$ cat config.mk
export PLATFORM = sky130hd
export DESIGN_NAME = sample_collect_top
export DESIGN_NICKNAME = d
export VERILOG_FILES = /design/src/hdl/sample_pkg.sv /design/src/hdl/sample_collect_top.sv /design/src/hdl/sample_collector.sv /design/src/hdl/channel_sample_bank.sv /design/src/hdl/sample_fifo.sv
export SDC_FILE = /design/constraint.sdc
export NUM_CORES = 1
export LEC_CHECK = 0
export BUFFER_PORTS_ARGS = -buffer_cell sky130_fd_sc_hd__buf_4
export CAP_MARGIN = 20
export CELL_PAD_IN_SITES_DETAIL_PLACEMENT = 1
export CELL_PAD_IN_SITES_GLOBAL_PLACEMENT = 1
export CORE_ASPECT_RATIO = 0.75
export CORE_MARGIN = 8
export CORE_UTILIZATION = 40
export DETAILED_ROUTE_END_ITERATION = 10
export PLACE_DENSITY_LB_ADDON = 0.1
export SYNTH_ARGS = -nofsm -noshare
export SYNTH_HDL_FRONTEND = slang
export SYNTH_SLANG_ARGS = --single-unit
$ cat constraint.sdc
create_clock -name clk -period 6.7 [get_ports clk]
set_input_delay 0.67 -clock clk [delete_from_list [all_inputs] [get_ports clk]]
set_output_delay 0.67 -clock clk [all_outputs]
set_load 0.005 [all_outputs]
$ cat src/hdl/sample_pkg.sv
// Sampling-storage shared definitions.
// Widths with a meaning, the command-bus and FIFO status structs, register
// offsets, command codes and the collector state encoding.
package sample_pkg;

  typedef logic [15:0] cmd_addr_t;   // Upper byte is block position, lower byte is offset.
  typedef logic [31:0] cmd_data_t;   // Command-bus write data.
  typedef logic [7:0]  channel_t;    // Channel number of a collection unit.
  typedef logic [31:0] sample_t;     // One sample as delivered by a unit.
  typedef logic [15:0] fifo_word_t;  // Unit index on top, sample bits below.
  typedef logic [3:0]  unit_idx_t;   // Index into the unit list.

  typedef struct packed {
    cmd_addr_t addr;
    cmd_data_t data;
    logic      cs;  // Chip select, qualifies the whole bus.
    logic      wr;  // Single-cycle write strobe.
  } cmd_bus_t;

  typedef struct packed {
    logic empty;
    logic almost_empty;
    logic full;
    logic almost_full;
  } fifo_status_t;

  localparam int max_units     = 16; // Size of the unit list.
  localparam int word_idx_w    = 3;  // Unit index bits kept in a FIFO word.
  localparam int word_sample_w = 13; // Sample bits kept in a FIFO word.

  localparam logic [7:0] addr_new_unit      = 8'd4; // Appends a channel to the list.
  localparam logic [7:0] addr_local_command = 8'd5; // Latches a command code.

  localparam cmd_data_t cmd_start = 32'd1;
  localparam cmd_data_t cmd_stop  = 32'd2;
  localparam cmd_data_t cmd_reset = 32'd5;

  localparam channel_t no_channel = 8'd255; // Marks an unused list entry.

  typedef enum logic [2:0] {
    idle,
    fetch,
    fetch_wait,
    store,
    increment
  } collect_state_t;

endpackage
$ cat src/hdl/sample_collect_top.sv
`timescale 1ns/1ns
// Sampling-storage subsystem top level.
// Ties the collector to the channel bank that stands in for the units and
// to the FIFO that holds changed samples until they are read out.
module sample_collect_top #(
  parameter int position        = 242, // Bus position of the collector window.
  parameter int fifo_depth_log2 = 4,   // FIFO holds two to this power words.
  parameter int num_sources     = 8    // Number of external sample inputs.
) (
  input  logic                     clk,
  input  logic                     rst,
  input  sample_pkg::cmd_bus_t     cmd,
  input  sample_pkg::sample_t      unit_samples [num_sources],
  input  logic                     fifo_rd,
  output sample_pkg::fifo_word_t   fifo_dout,
  output sample_pkg::fifo_status_t fifo_flags
);

  logic                   sample_strobe;  // Collector asks the unit for data.
  sample_pkg::channel_t   channel_select; // Channel of the unit being visited.
  sample_pkg::sample_t    sample_data;    // Sample returned by the bank.
  logic                   fifo_wr;
  sample_pkg::fifo_word_t fifo_din;

  sample_collector #(
    .position(position)
  ) i_collector (
    .clk           (clk),
    .rst           (rst),
    .cmd           (cmd),
    .sample_data   (sample_data),
    .sample_strobe (sample_strobe),
    .channel_select(channel_select),
    .fifo_wr       (fifo_wr),
    .fifo_din      (fifo_din)
  );

  channel_sample_bank #(
    .num_sources(num_sources)
  ) i_bank (
    .clk           (clk),
    .rst           (rst),
    .channel_select(channel_select),
    .sample_strobe (sample_strobe),
    .unit_samples  (unit_samples),
    .sample_data   (sample_data)
  );

  sample_fifo #(
    .fifo_depth_log2(fifo_depth_log2)
  ) i_fifo (
    .clk   (clk),
    .rst   (rst),
    .din   (fifo_din),
    .wr    (fifo_wr),
    .rd    (fifo_rd),
    .dout  (fifo_dout),
    .status(fifo_flags)
  );

endmodule

$ cat src/hdl/sample_collector.sv
`timescale 1ns/1ns
// Sample collector.
// Decodes a register window on the command bus, keeps a list of up to
// sixteen collection units and polls them in turn while sampling runs.
// A sample that differs from the unit's last stored value is handed to
// the FIFO as a 3-bit unit index and the low 13 bits of the sample.
module sample_collector #(
  parameter int position = 242 // Block position matched against the upper address byte.
) (
  input  logic                   clk,
  input  logic                   rst,
  input  sample_pkg::cmd_bus_t   cmd,
  input  sample_pkg::sample_t    sample_data,
  output logic                   sample_strobe,
  output sample_pkg::channel_t   channel_select,
  output logic                   fifo_wr,
  output sample_pkg::fifo_word_t fifo_din
);

  // One extra bit so that a completely filled list can be told from an empty one.
  typedef logic [$clog2(sample_pkg::max_units):0] unit_count_t;

  localparam logic [7:0]  block_pos  = 8'(position);
  localparam unit_count_t units_full = unit_count_t'(sample_pkg::max_units);

  sample_pkg::channel_t       unit_list    [sample_pkg::max_units]; // Channel per unit.
  sample_pkg::sample_t        last_fetched [sample_pkg::max_units]; // Last stored sample.
  unit_count_t                num_units;   // Number of registered units.
  sample_pkg::unit_idx_t      cur_idx;     // Unit being visited.
  sample_pkg::unit_idx_t      last_idx;    // Index of the last registered unit.
  sample_pkg::cmd_data_t      command;     // Latched command, cleared once acted on.
  sample_pkg::collect_state_t state;
  sample_pkg::collect_state_t next_state;

  logic block_sel;      // Bus write addressed to this block.
  logic new_unit_wr;    // Write to the new-unit register with room left.
  logic command_wr;     // Write to the local command register.
  logic sample_changed; // Presented sample differs from the stored one.
  logic clr_command;    // The latched command has been consumed.
  logic clr_units;      // Reset command, clears list and stored samples.
  logic inc_idx;        // Move on to the next unit.

  // Register window decode.
  assign block_sel   = cmd.cs && cmd.wr && (cmd.addr[15:8] == block_pos);
  assign new_unit_wr = block_sel && (cmd.addr[7:0] == sample_pkg::addr_new_unit) &&
                       (num_units != units_full); // Registrations beyond the list are dropped.
  assign command_wr  = block_sel && (cmd.addr[7:0] == sample_pkg::addr_local_command);

  assign last_idx = sample_pkg::unit_idx_t'(num_units - 1'b1); // Wraps to 15 for a full list.

  assign channel_select = unit_list[cur_idx]; // Held steady for the whole visit.
  assign sample_changed = (sample_data != last_fetched[cur_idx]);

  always_ff @(posedge clk) begin
    if (rst) begin
      state <= sample_pkg::idle;
    end else begin
      state <= next_state;
    end
  end

  // Commands are only looked at in idle and increment, so a visit is never cut short.
  always_comb begin
    next_state  = state;
    clr_command = 1'b0;
    clr_units   = 1'b0;
    inc_idx     = 1'b0;
    case (state)
      sample_pkg::idle: begin
        if (command == sample_pkg::cmd_start) begin
          clr_command = 1'b1;
          next_state  = sample_pkg::fetch;
        end else if (command == sample_pkg::cmd_reset) begin
          clr_command = 1'b1;
          clr_units   = 1'b1; // Stays idle with an empty list.
        end else if (command == sample_pkg::cmd_stop) begin
          clr_command = 1'b1; // Already stopped, nothing else to do.
        end
      end
      sample_pkg::fetch: begin
        next_state = sample_pkg::fetch_wait; // Bank captures the channel at the end of this cycle.
      end
      sample_pkg::fetch_wait: begin
        next_state = sample_pkg::store; // Second strobe cycle lets the unit settle its data.
      end
      sample_pkg::store: begin
        next_state = sample_pkg::increment; // The FIFO write happens here when the data changed.
      end
      sample_pkg::increment: begin
        inc_idx = 1'b1;
        if (command == sample_pkg::cmd_reset) begin
          clr_command = 1'b1;
          clr_units   = 1'b1;
          next_state  = sample_pkg::idle;
        end else if (command == sample_pkg::cmd_stop) begin
          clr_command = 1'b1;
          next_state  = sample_pkg::idle;
        end else begin
          next_state = sample_pkg::fetch;
        end
      end
      default: begin
        next_state = sample_pkg::idle;
      end
    endcase
  end

  assign sample_strobe = (state == sample_pkg::fetch) || (state == sample_pkg::fetch_wait);
  assign fifo_wr       = (state == sample_pkg::store) && sample_changed;
  assign fifo_din      = {cur_idx[sample_pkg::word_idx_w-1:0],
                          sample_data[sample_pkg::word_sample_w-1:0]};

  // A write in the same cycle as consumption wins, so no command is lost.
  always_ff @(posedge clk) begin
    if (rst) begin
      command <= '0;
    end else if (command_wr) begin
      command <= cmd.data;
    end else if (clr_command) begin
      command <= '0;
    end
  end

  // Unit list, stored samples and visit index.
  always_ff @(posedge clk) begin
    if (rst || clr_units) begin
      num_units <= '0;
      cur_idx   <= '0;
      for (int i = 0; i < sample_pkg::max_units; i++) begin
        unit_list[i]    <= sample_pkg::no_channel;
        last_fetched[i] <= '0; // Any nonzero sample counts as new after a reset.
      end
    end else begin
      if (new_unit_wr) begin
        unit_list[sample_pkg::unit_idx_t'(num_units)] <= sample_pkg::channel_t'(cmd.data);
        num_units <= num_units + 1'b1;
      end
      if (fifo_wr) begin
        last_fetched[cur_idx] <= sample_data; // Updates even when the FIFO drops the word.
      end
      if (inc_idx) begin
        if (cur_idx == last_idx) begin
          cur_idx <= '0;
        end else begin
          cur_idx <= cur_idx + 1'b1;
        end
      end
    end
  end

endmodule

$ cat src/hdl/channel_sample_bank.sv
`timescale 1ns/1ns
// Channel sample bank.
// Stands in for the data paths of the collection units. While the strobe
// is high it captures the external sample of the selected channel, or zero
// when no source carries that channel number, and holds it otherwise.
module channel_sample_bank #(
  parameter int num_sources = 8 // Number of external sample inputs.
) (
  input  logic                 clk,
  input  logic                 rst,
  input  sample_pkg::channel_t channel_select,
  input  logic                 sample_strobe,
  input  sample_pkg::sample_t  unit_samples [num_sources],
  output sample_pkg::sample_t  sample_data
);

  sample_pkg::sample_t selected; // Value of the selected source.

  // Channels at or above num_sources match no input and read as zero.
  // The unused-entry marker is one of them.
  always_comb begin
    selected = '0;
    for (int i = 0; i < num_sources; i++) begin
      if (channel_select == sample_pkg::channel_t'(i)) begin
        selected = unit_samples[i];
      end
    end
  end

  always_ff @(posedge clk) begin
    if (rst) begin
      sample_data <= '0;
    end else if (sample_strobe) begin
      sample_data <= selected; // Fresh data is set up only on request.
    end
  end

endmodule

$ cat src/hdl/sample_fifo.sv
`timescale 1ns/1ns
// Sample FIFO.
// Synchronous first-word-fall-through buffer for collector words.
// The head is visible on dout whenever the FIFO holds data; writes while
// full and reads while empty are ignored.
module sample_fifo #(
  parameter int fifo_depth_log2 = 4 // Depth is two to this power.
) (
  input  logic                     clk,
  input  logic                     rst,
  input  sample_pkg::fifo_word_t   din,
  input  logic                     wr,
  input  logic                     rd,
  output sample_pkg::fifo_word_t   dout,
  output sample_pkg::fifo_status_t status
);

  typedef logic [fifo_depth_log2-1:0] ptr_t;
  typedef logic [fifo_depth_log2:0]   count_t;

  localparam count_t count_full        = {1'b1, {fifo_depth_log2{1'b0}}};
  localparam count_t count_almost_full = {1'b0, {fifo_depth_log2{1'b1}}};

  sample_pkg::fifo_word_t mem [2**fifo_depth_log2];

  ptr_t   wr_ptr;
  ptr_t   rd_ptr;
  count_t count;  // Number of words held.
  logic   do_wr;  // Accepted write.
  logic   do_rd;  // Accepted read.

  assign do_wr = wr && !status.full;
  assign do_rd = rd && !status.empty;

  always_ff @(posedge clk) begin
    if (do_wr) begin
      mem[wr_ptr] <= din;
    end
  end

  always_ff @(posedge clk) begin
    if (rst) begin
      wr_ptr <= '0;
      rd_ptr <= '0;
      count  <= '0;
    end else begin
      if (do_wr) begin
        wr_ptr <= wr_ptr + 1'b1; // Pointers wrap naturally at the depth.
      end
      if (do_rd) begin
        rd_ptr <= rd_ptr + 1'b1;
      end
      if (do_wr && !do_rd) begin
        count <= count + 1'b1;
      end else if (do_rd && !do_wr) begin
        count <= count - 1'b1;
      end
    end
  end

  assign dout = mem[rd_ptr]; // No read latency.

  assign status.empty        = (count == '0);
  assign status.almost_empty = (count[fifo_depth_log2:1] == '0); // One word or none.
  assign status.full         = (count == count_full);
  assign status.almost_full  = (count >= count_almost_full);

endmodule

==> summary.txt, run 1 <==
Status = finished clean
Reg2reg end = i_fifo.count[4]
Cell depth of the worst hold path = 3
Register area = 0.02887 mm^2
Most numerous cell in the Yosys netlist = edfxtp_1
Crit. End Element = flip-flop
Critical-path maximum fanout = 41
Depth of the most critical reg-to-reg path = 18
Row count = 107
Via Count = 29.09k
Leakage = 18.14 nW
Remaining global-route overflow = 0
CTS Buf Count = 103
Area contributors post-synth = edfxtp_1, mux4_2, and2_1, dfxtp_1, mux2i_1
Mapped Area = 0.04576 mm^2
Top_reg_cell synth = edfxtp_1
GPL Wtd Cong = 0.8921
Core footprint = 0.1135 mm^2
Post-synth top area cell = edfxtp_1
Post-Synthesis Cells = 3138
Placed inst area = 0.05034 mm^2
CTS tree = done
Power density over the cells = 252.5 mW/mm^2
Die X = 406.6 um
Hold Crit Start = unit_samples[254]
Share of the synthesized area in the top cell type = 58.79%
Clock latency on the worst-skew pair = 0.73 ns
Total power = 0.01358 W
Final Max Slew Viols = 0
Final WS setup = 0.7602 ns
Post-synthesis adder-cell area fraction = 0.5359%
CTS clk-pin slew, worst paths = 0.07 ns
Crit share post-route = 88.65%
Post-CTS sizing = 0
Relative slew slack = 22.21%
Initial antenna violation count = 11
First-pass GRT wire length = 220.1 mm
F_max = 0.1684 GHz
DR iter-0 viols = 2853
Post-CTS Setup Bufs = 0
Multi-input combinational cell area = 0.01596 mm^2
Root Buffer = clkbuf_16
Clock sink total = 993
Post-synth ARST share = 0%
DRC viols = 0
Area fraction in and, or, nand and nor cells after synthesis = 13.84%
Post-Syn Nets = 3466
# IOs = 329
Commonest cells post-synth = edfxtp_1, and2_1, mux4_2
Fin area = 0.05377 mm^2
Fraction of layout cells with a size suffix above 1 = 28.40%
Hold_buf cts = 0
Area delta synth->final = 17.50%
Worst hold path class = in -> reg
Yosys warning total = 0
WS Path Type = reg -> reg
Post-synthesis compound-gate area fraction = 4.787%
Clock skew = 0.04103 ns
DRT Wirelength = 155.3 mm
CP startpoint kind = flip-flop
Vias in the first global route = 30.61k
Worst EP required = 7.31 ns
IO buf count = 328
DR vias/cell = 5.758
Net total in the final layout = 3765
FF-to-FF setup slack = 0.76 ns
Post-Syn Area per Cell = 14.58 um^2
Largest family of logic cells by synthesized area = simple AND/OR/NAND/NOR gates
Fillers = 11.29k
Final setup violation count = 0
Synth unique cells = 66
Post-synth EDFFs = 896
Max clock buf depth = 3
H-tree lvl count = 3
Die area = 0.1256 mm^2
Min cycle time layout = 5.940 ns
Initial Utilization = 40.31%
Setup tns final = 0 ns
Seq/Total Area, Yosys = 63.04%
Wire per inst = 30.75 um
Worst slack at placement = 0.8021 ns
Pre-antenna DRT Iters = 5
Register bit total from synthesis = 993
ANT nets after route = 0
Worst Path Arrival = 6.55 ns
Mux share of post-synthesis cell area = 13.83%
Post-Synth XOR/XNOR Area = 1.225%
Max-Cap Viols = 0
VDD IR-drop max = 0.2040 mV
GRT Total Usage = 24.14%
Setup repair after global routing missed its margin = false
DP HPWL = 105.2 mm
Fin. Hold Viols = 0
Tightest Pin Transition = 1.165 ns
Worst hold endpoint = i_bank.sample_data[30]
Die H = 308.9 um
Pin count of the biggest net entering global routing = 65
power by group:
group / total [W] / internal (W) / switching, W
Sequential: 0.00698 / 0.00686 / 0.000117
Clock: 0.00574 / 0.00318 / 0.00255
Combinational: 0.000860 / 0.000428 / 0.000431
Total: 0.0136 / 0.0105 / 0.00310
cells in the final DEF (no fill, tap or decap), types with 23 or more instances in the layout:
| cell type | netlist | final |
|---|---|---|
| a21oi_1 | 62 | 60 |
| a221oi_1 | 24 | 24 |
| a22oi_1 | 49 | 49 |
| and2_1 | 525 | 525 |
| buf_4 | 19 | 440 |
| clkbuf_1 | 150 | 23 |
| clkbuf_16 | 0 | 106 |
| dfxtp_1 | 97 | 90 |
| edfxtp_1 | 896 | 896 |
| mux2_2 | 41 | 41 |
| mux2i_1 | 134 | 134 |
| mux4_2 | 200 | 199 |
| nand2_1 | 145 | 145 |
| nand2b_1 | 40 | 24 |
| nand3_1 | 24 | 24 |
| nor2_1 | 85 | 84 |
| nor4_1 | 25 | 25 |
| o211ai_1 | 31 | 31 |
| o21ai_0 | 81 | 81 |
| or2_2 | 98 | 98 |
| or3_1 | 28 | 28 |
| xnor2_1 | 34 | 34 |
| xor2_1 | 30 | 30 |
flip-flops by register name, indices dropped and copies added (netlist names), named ones only:
| register | cells |
|---|---|
| i_collector.last_fetched | 512 |
| i_fifo.mem | 256 |
| i_collector.unit_list | 128 |
| i_bank.sample_data | 32 |
| i_collector.command | 32 |
| i_collector.num_units | 5 |
| i_fifo.count | 5 |
| i_collector.cur_idx | 4 |
| i_fifo.rd_ptr | 4 |
| i_fifo.wr_ptr | 4 |
| i_collector.state | 3 |
worst max-delay path: stages (launching register included):
cell	delay [ns]
dfxtp_4	0.84
buf_12	0.30
mux4_2	0.53
a22oi_1	0.36
nand3_1	0.17
xnor2_1	0.20
nand2_1	0.12
or4_1	0.48
or4_1	0.59
nor2_4	0.31
nor3_2	0.23
ha_1	0.27
inv_1	0.14
ha_1	0.28
a21o_1	0.19
a21oi_1	0.19
xnor2_1	0.09
or3_1	0.30
a21oi_1	0.16
metal layers:
metal | wire (um) | global-route usage, % | vias up
li1 | - | - | 12420
met1 | 66820 | 33.93 | 15300
met2 | 70080 | 36.81 | 1108
met3 | 13310 | 6.490 | 256
met4 | 4923 | 7.076 | 8
met5 | 224 | 1.067 | -
cell families after synthesis:
kind of cell             Yosys count
XOR/XNOR                          64
AO/OA/AOI/OAI                    332
adder cells (fa/ha/maj)           19
multiplexers                     377
flip-flops                       993
buffers and inverters            279
AND/OR/NAND/NOR                 1074
how the worst max path moves through the flow:
stage,startpoint,to,cells past startpoint
floorplan,flip-flop,i_fifo.mem[0][0],13
global placement,flip-flop,i_fifo.count[4],17
detailed placement,flip-flop,i_fifo.count[4],18
CTS,flip-flop,i_fifo.count[4],18
global route,flip-flop,i_fifo.count[4],18
finish,flip-flop,i_fifo.count[4],18
layout make-up:
type                    instances  area share, %
diodes                          1       0.004654
clock buffers                 135          5.236
clock inverters                58          1.024
inverters                      17         0.1187
multi-input cells            1866          29.69
flip-flops and latches        993          53.69
well taps                    1526          3.551
repair buffers                456          6.685
through the flow:
stage	hold slack (ns)	util, %	instances
after detailed placement	0.4583	44.34	4853
after global placement	0.4505	44.20	4845
after CTS	0.1653	47.30	5046
after global routing	0.1969	47.36	5051
after floorplan	0.4389	-	3138
final	0.2114	47.36	5052
Note: power is estimated with default switching activity, not from simulation.
==> run 2, diff against run 1 <==
--- a/config.mk
+++ b/config.mk
@@ -13,7 +13,9 @@
 export CORE_MARGIN = 8
 export CORE_UTILIZATION = 40
 export DETAILED_ROUTE_END_ITERATION = 10
+export MAX_ROUTING_LAYER = met4
 export PLACE_DENSITY_LB_ADDON = 0.1
 export SYNTH_ARGS = -nofsm -noshare
 export SYNTH_HDL_FRONTEND = slang
+export SYNTH_HIERARCHICAL = 1
 export SYNTH_SLANG_ARGS = --single-unit
==> run 2 against run 1 <==
  * Fmax rose by 2.6%
  * Non-clock buffer count fell by 23
  * Flip-flop and latch count did not move
  * First-iteration DRC count rose by 1.5%
  * Largest power group unchanged
  * Cell area fell by 0.21%
  * Wire length rose by 1.3%
  * Clock skew rose by 0.021 ns
  * Highest routed layer is now met4
  * Critical endpoint is now i_fifo/count[4]
  * Sequential share of layout area rose by 0.11 points
  * Global-route usage rose by 0.51 points
==> summary.txt, run 2 <==
Post-Syn Nets = 3527 (+1.8%)
H-tree lvl count = 3 (unchanged)
Row count = 108 (+0.93%)
Post-CTS Setup Bufs = 0 (unchanged)
DP HPWL = 100.3 mm (-4.7%)
Synth unique cells = 71 (+7.6%)
ANT nets after route = 0 (unchanged)
Clock latency on the worst-skew pair = 0.73 ns (about the same)
Most numerous cell in the Yosys netlist = edfxtp_1
Fraction of layout cells with a size suffix above 1 = 29.94% (+1.5 points)
Met3 Routed Length = 11.16 mm (-16%)
Depth of the most critical reg-to-reg path = 18 (unchanged)
CTS tree = done
DRC viols = 0 (unchanged)
Commonest non-fill, non-tap cell in the layout = edfxtp_1
Root Buffer = clkbuf_16
Max clock buf depth = 3 (unchanged)
Seq/Total Area, Yosys = 61.80% (-1.2 points)
Wire per inst = 31.46 um (+2.3%)
Status = finished clean
Final setup violation count = 0 (unchanged)
Net total in the final layout = 3692 (-1.9%)
Tightest Pin Transition = 1.340 ns (+0.1746 ns)
Worst EP required = 7.26 ns (-0.05 ns)
CTS Buf Count = 103 (unchanged)
Leakage = 16.24 nW (-10%)
# IOs = 329 (unchanged)
Initial antenna violation count = 6 (-5)
Clock sink total = 993 (unchanged)
Share of the synthesized area in the top cell type = 57.64% (-1.2 points)
GRT Total Usage = 24.65% (+0.51 points)
Max layer used = met4
Yosys warning total = 6 (+6)
Max-Cap Viols = 0 (unchanged)
Initial Utilization = 40.36% (+0.046 points)
Max reg flops = 512 (unchanged)
Pre-antenna DRT Iters = 6 (+1)
Die area = 0.1280 mm^2 (+1.9%)
Crit. End Element = flip-flop
Critical-path maximum fanout = 32 (-22%)
Regs by FF count = i_collector/last_fetched (512), i_fifo/mem (256), i_collector/unit_list (128)
Critical Path Sink = i_fifo/count[4]
Setup repair after global routing missed its margin = false
GPL Wtd Cong = 0.8837 (-0.94%)
Post-Synthesis Cells = 3199 (+1.9%)
CP startpoint kind = flip-flop
FF-to-FF setup slack = 0.91 ns (+0.15 ns)
VDD IR-drop max = 0.2261 mV (+11%)
Vias in the first global route = 32.40k (+5.8%)
First-pass GRT wire length = 227.8 mm (+3.5%)
Commonest non-fill, non-tap cells in the layout = edfxtp_1, nor4_1, buf_4
Final Max Slew Viols = 0 (unchanged)
Wire length on met2 = 71.74 mm (+2.4%)
Die X = 410.5 um (+0.96%)
Wl on met1 = 69.21 mm (+3.6%)
WS Path Type = reg -> reg
Register bit total from synthesis = 993 (unchanged)
Reg2reg end = i_fifo/count[4]
Fin. Hold Viols = 0 (unchanged)
Post-synth top area cell = edfxtp_1
Setup tns final = 0 ns (unchanged)
Post-synth EDFFs = 896 (unchanged)
Crit share post-route = 86.40% (-2.3 points)
Relative slew slack = 10.67% (-12 points)
CTS clk-pin slew, worst paths = 0.06 ns (about the same)
Post-synth ARST share = 0% (unchanged)
Pin count of the biggest net entering global routing = 222 (+240%)
Largest register by flop count = i_collector/last_fetched
Min cycle time layout = 5.789 ns (-0.1513 ns)
Power density over the cells = 252.5 mW/mm^2 (about the same)
Total power = 0.01355 W (-0.20%)
Via Count = 30.86k (+6.1%)
Die H = 311.8 um (+0.95%)
DR vias/cell = 6.171 (+7.2%)
Commonest cells post-synth = edfxtp_1, nor4_1, mux4_2
DRT Wirelength = 157.3 mm (+1.3%)
Finished Core Util = 46.39% (-0.97 points)
F_max = 0.1728 GHz (+2.6%)
Hold_buf cts = 0 (unchanged)
Remaining global-route overflow = 0 (unchanged)
Worst Path Arrival = 6.35 ns (-0.20 ns)
Area delta synth->final = 14.95%
Post-CTS sizing = 0 (unchanged)
Core footprint = 0.1157 mm^2 (+1.9%)
IO buf count = 328 (unchanged)
Top_reg_cell synth = edfxtp_1
Clock skew = 0.06154 ns (+0.02052 ns)
Area contributors post-synth = edfxtp_1, mux4_2, nor4_1, dfxtp_1, nand2_1
DR iter-0 viols = 2896 (+1.5%)
Worst hold path class = in -> reg
Mapped Area = 0.04668 mm^2 (+2.0%)
Post-Syn Area per Cell = 14.59 um^2 (about the same)
-- run 2: cell types whose count changed in the layout (fill, tap and decap cells not counted), moves of 25 or more --
cell	change
mux2i_1	-58
nand2_1	+81
o21ai_0	-60
mux4_2	+49
nor4_1	+505
o211ai_1	-25
a21oi_1	-43
and2_1	-515
-- run 2: metrics by stage --
| step | hold slack, ns | cells | area, um^2 | setup slack, ns |
|---|---|---|---|---|
| after floorplan | 0.4232 | 3199 | 46680 | 0.8371 |
| after global placement | 0.4743 | 4793 | 50280 | 0.9882 |
| after detailed placement | 0.4741 | 4796 | 50300 | 0.9824 |
| after CTS | 0.1646 | 4991 | 53590 | 0.9588 |
| after global routing | 0.1680 | 5000 | 53650 | 0.5491 |
| final | 0.2163 | 5001 | 53660 | 0.9115 |
-- run 2: metal layers --
layer  track usage [%]  vias to the layer above
met1             34.05                    16230
met4             7.612                        0
met2             36.72                     1134
li1                  -                    13240
met5                 -                        -
met3             5.200                      261
-- run 2: cell families after synthesis --
logic type      Yosys count  share of synthesized area (%)
simple gates           1100                          13.07
flops                   993                          61.80
buf+inv                 394                          4.466
mux                     357                          14.42
compound gates          253                          4.149
xor+xnor                 83                          1.573
fa+ha+maj                19                         0.5254
-- run 2: power breakdown --
part | internal (W) | switching [W]
clock | 0.00309 | 0.00251
sequential | 0.00686 | 0.000126
combinational | 0.000441 | 0.000517
-- run 2: cell type report --
type                       count  area [um^2]
fill                       11430        62010
sequential                   993        28870
multi-input combinational   1812        16080
timing repair buffer         433         3398
clock buffer                 142         2824
tap                         1540         1927
clock inverter                53        464.2
inverter                      21        81.33
antenna                        7        17.52
-- run 2: how the worst min path moves through the flow --
stage	slack, ns	depth (start not counted)	startpoint	endpoint
5_1_grt	0.17	3	cmd[16]	i_collector/command[14]
6_report	0.22	3	cmd[13]	i_collector/command[11]
3_3_place_gp	0.47	2	i_bank/sample_data[7]	i_bank/sample_data[7]
3_5_place_dp	0.47	2	i_bank/sample_data[7]	i_bank/sample_data[7]
2_1_floorplan	0.42	2	i_bank/sample_data[15]	i_bank/sample_data[15]
4_1_cts	0.16	3	cmd[16]	i_collector/command[14]
-- run 2: critical path, stage by stage (launching register included) --
cell and delay [ns]:
dfxtp_4 0.83, buf_4 0.46, nor2b_1 0.63, a22o_1 0.23, a221oi_1 0.05, xnor2_1 0.42
nand4_1 0.25, a2111o_1 0.51, o31ai_4 0.33, inv_1 0.17, o21ai_4 0.18, inv_4 0.09
ha_1 0.23, inv_1 0.15, ha_1 0.30, a21oi_1 0.20, a211oi_1 0.10, a31oi_1 0.17
mux2_2 0.34
==> run 3, diff against run 2 <==
==> constraint.sdc (replaced) <==
create_clock -name clk -period 6.6 [get_ports clk]
set_input_delay 0.66 -clock clk [delete_from_list [all_inputs] [get_ports clk]]
set_output_delay 0.66 -clock clk [all_outputs]
set_load 0.005 [all_outputs]
==> run 3 against run 2 <==
  * Die area unchanged
  * Clock skew increased by 0.00075 ns
  * Hold slack got worse by 0.013 ns
  * Combinational power increased by 3.2%
  * Fmax increased by 1.5%
  * Clock power increased by 8.4%
==> summary.txt, run 3 (synthesis results as in run 2) <==
DRC viols = 0 (unchanged)
DR iter-0 viols = 2797 (-3.4%)
First-pass GRT wire length = 227.7 mm (about the same)
Die H = 311.8 um (unchanged)
Setup repair after global routing missed its margin = false
Final Max Slew Viols = 0 (unchanged)
DR vias/cell = 6.146 (-0.40%)
Worst Path Arrival = 6.09 ns (-0.26 ns)
Fraction of layout cells with a size suffix above 1 = 30.24% (+0.30 points)
Die area = 0.1280 mm^2 (unchanged)
Register area = 0.02887 mm^2 (unchanged)
CP startpoint kind = flip-flop
Largest register by flop count = i_collector/last_fetched
CP max stage cell = o31ai_4
VDD IR-drop max = 0.1974 mV (-13%)
Row count = 108 (unchanged)
# IOs = 329 (unchanged)
Core footprint = 0.1157 mm^2 (unchanged)
Finished Core Util = 46.76% (+0.37 points)
GPL Wtd Cong = 0.8925 (+1.0%)
Min cycle time layout = 5.703 ns (-0.08565 ns)
Worst path max stage delay = 0.64 ns (-0.19 ns)
Relative slew slack = 26.27% (+16 points)
Initial antenna violation count = 11 (+5)
Remaining global-route overflow = 0 (unchanged)
Crit. End Element = flip-flop
Post-CTS Setup Bufs = 0 (unchanged)
Via Count = 30.79k (-0.24%)
Max-Cap Viols = 0 (unchanged)
CTS tree = done
Worst EP required = 6.98 ns (-0.28 ns)
Power density over the cells = 261.5 mW/mm^2 (+3.6%)
Max reg flops = 512 (unchanged)
Critical Path Most Common Cell = buf_12
Critical-path maximum fanout = 209 (+550%)
Die X = 410.5 um (unchanged)
DP HPWL = 101.7 mm (+1.4%)
Vias in the first global route = 32.24k (-0.50%)
Post-CTS sizing = 0 (unchanged)
Wire per inst = 31.42 um (-0.13%)
Final setup violation count = 0 (unchanged)
Tightest Pin Transition = 1.106 ns (-0.2341 ns)
Area delta synth->final = 15.86%
Setup tns final = 0 ns (unchanged)
Pin count of the biggest net entering global routing = 225 (+1.4%)
Root Buffer = clkbuf_16
Worst hold path class = in -> reg
Worst hold slack = 0.2033 ns (-0.01300 ns)
Crit path max-delay family = compound AO/OA/AOI/OAI gates
Crit share post-route = 86.41% (about the same)
Regs by FF count = i_collector/last_fetched (512), i_fifo/mem (256), i_collector/unit_list (128)
H-tree lvl count = 3 (unchanged)
F_max = 0.1754 GHz (+1.5%)
WS Path Type = reg -> reg
CTS Buf Count = 103 (unchanged)
Fin. Hold Viols = 0 (unchanged)
DRT Wirelength = 157.4 mm (about the same)
Hold_buf cts = 0 (unchanged)
CTS clk-pin slew, worst paths = 0.06 ns (about the same)
IO buf count = 328 (unchanged)
Commonest non-fill, non-tap cell in the layout = edfxtp_1
Clock skew = 0.06229 ns (+0.0007469 ns)
Commonest non-fill, non-tap cells in the layout = edfxtp_1, nor4_1, buf_4
Clock latency on the worst-skew pair = 0.73 ns (about the same)
Initial Utilization = 40.36% (unchanged)
Max clock buf depth = 3 (unchanged)
Worst path cell trace = buf_12 > buf_12 > mux4_2 > xnor2_1 > a41oi_1 > nor4_1 > buf_4 > o21ai_0 > o31ai_4 > buf_4 > buf_12 > o31ai_4 > buf_12
Multi-input combinational cell area = 0.01608 mm^2 (unchanged)
Fillers = 11.41k (-0.16%)
Net total in the final layout = 3697 (+0.14%)
Clock sink total = 993 (unchanged)
Bufs and invs on worst path = 6 (+2)
Status = finished clean
ANT nets after route = 0 (unchanged)
Pre-antenna DRT Iters = 5 (-1)
GRT Total Usage = 24.60% (-0.058 points)
Leakage = 16.42 nW (+1.1%)
run 3: cell count changes in the layout (fill, tap and decap cells not counted), sizes merged:
cell,delta
clkinvlp,+1
buf,+4
bufinv,+11
clkbuf,-4
inv,-2
clkinv,-5
diode,+3
run 3: worst register-to-register path, stage by stage, from the launching register on:
cell,delay (ns)
dfxtp_4,0.54
buf_12,0.34
buf_12,0.37
mux4_2,0.63
xnor2_1,0.15
a41oi_1,0.55
nor4_1,0.11
buf_4,0.18
o21ai_0,0.59
o31ai_4,0.19
buf_4,0.20
buf_12,0.25
o31ai_4,0.90
buf_12,0.31
run 3: report_power, final:
group          internal [W]  switching, W
combinational      0.000463      0.000525
clock               0.00349       0.00257
sequential          0.00697      0.000125
run 3: layout make-up:
class | instances | area share [%]
flip-flops and latches | 993 | 53.37
multi-input cells | 1812 | 29.73
repair buffers | 438 | 6.690
clock buffers | 137 | 5.076
well taps | 1540 | 3.563
clock inverters | 58 | 1.374
inverters | 21 | 0.1504
diodes | 10 | 0.04627
run 3: worst paths after layout:
check / from / to / slack [ns] / cells past startpoint
worst max-delay path: flip-flop / i_collector/last_fetched[5][6] / 0.90 / 13
worst min-delay path: cmd[23] / i_collector/command[21] / 0.20 / 3
worst max register to register: flip-flop / i_collector/last_fetched[5][6] / 0.90 / 13
worst min register to register: i_bank/sample_data[2] / i_bank/sample_data[2] / 0.46 / 2
run 3: metrics by stage:
step	total power [W]	instances	setup WS, ns	instance area (um^2)
after floorplan	0.007741	3199	0.7371	46680
after global placement	0.008200	4799	1.046	50500
after detailed placement	0.008225	4803	1.008	50560
after CTS	0.01430	4998	0.9800	54050
after global routing	0.01457	5009	0.6080	54080
final	0.01415	5009	0.8971	54080
run 3: per-layer routing:
metal | vias to the layer above | wire (um) | track usage [%]
met3 | 226 | 9729 | 4.984
met1 | 16260 | 71530 | 34.52
met2 | 1043 | 72290 | 36.95
li1 | 13250 | - | -
met5 | - | 0 | -
met4 | 0 | 3850 | 5.949
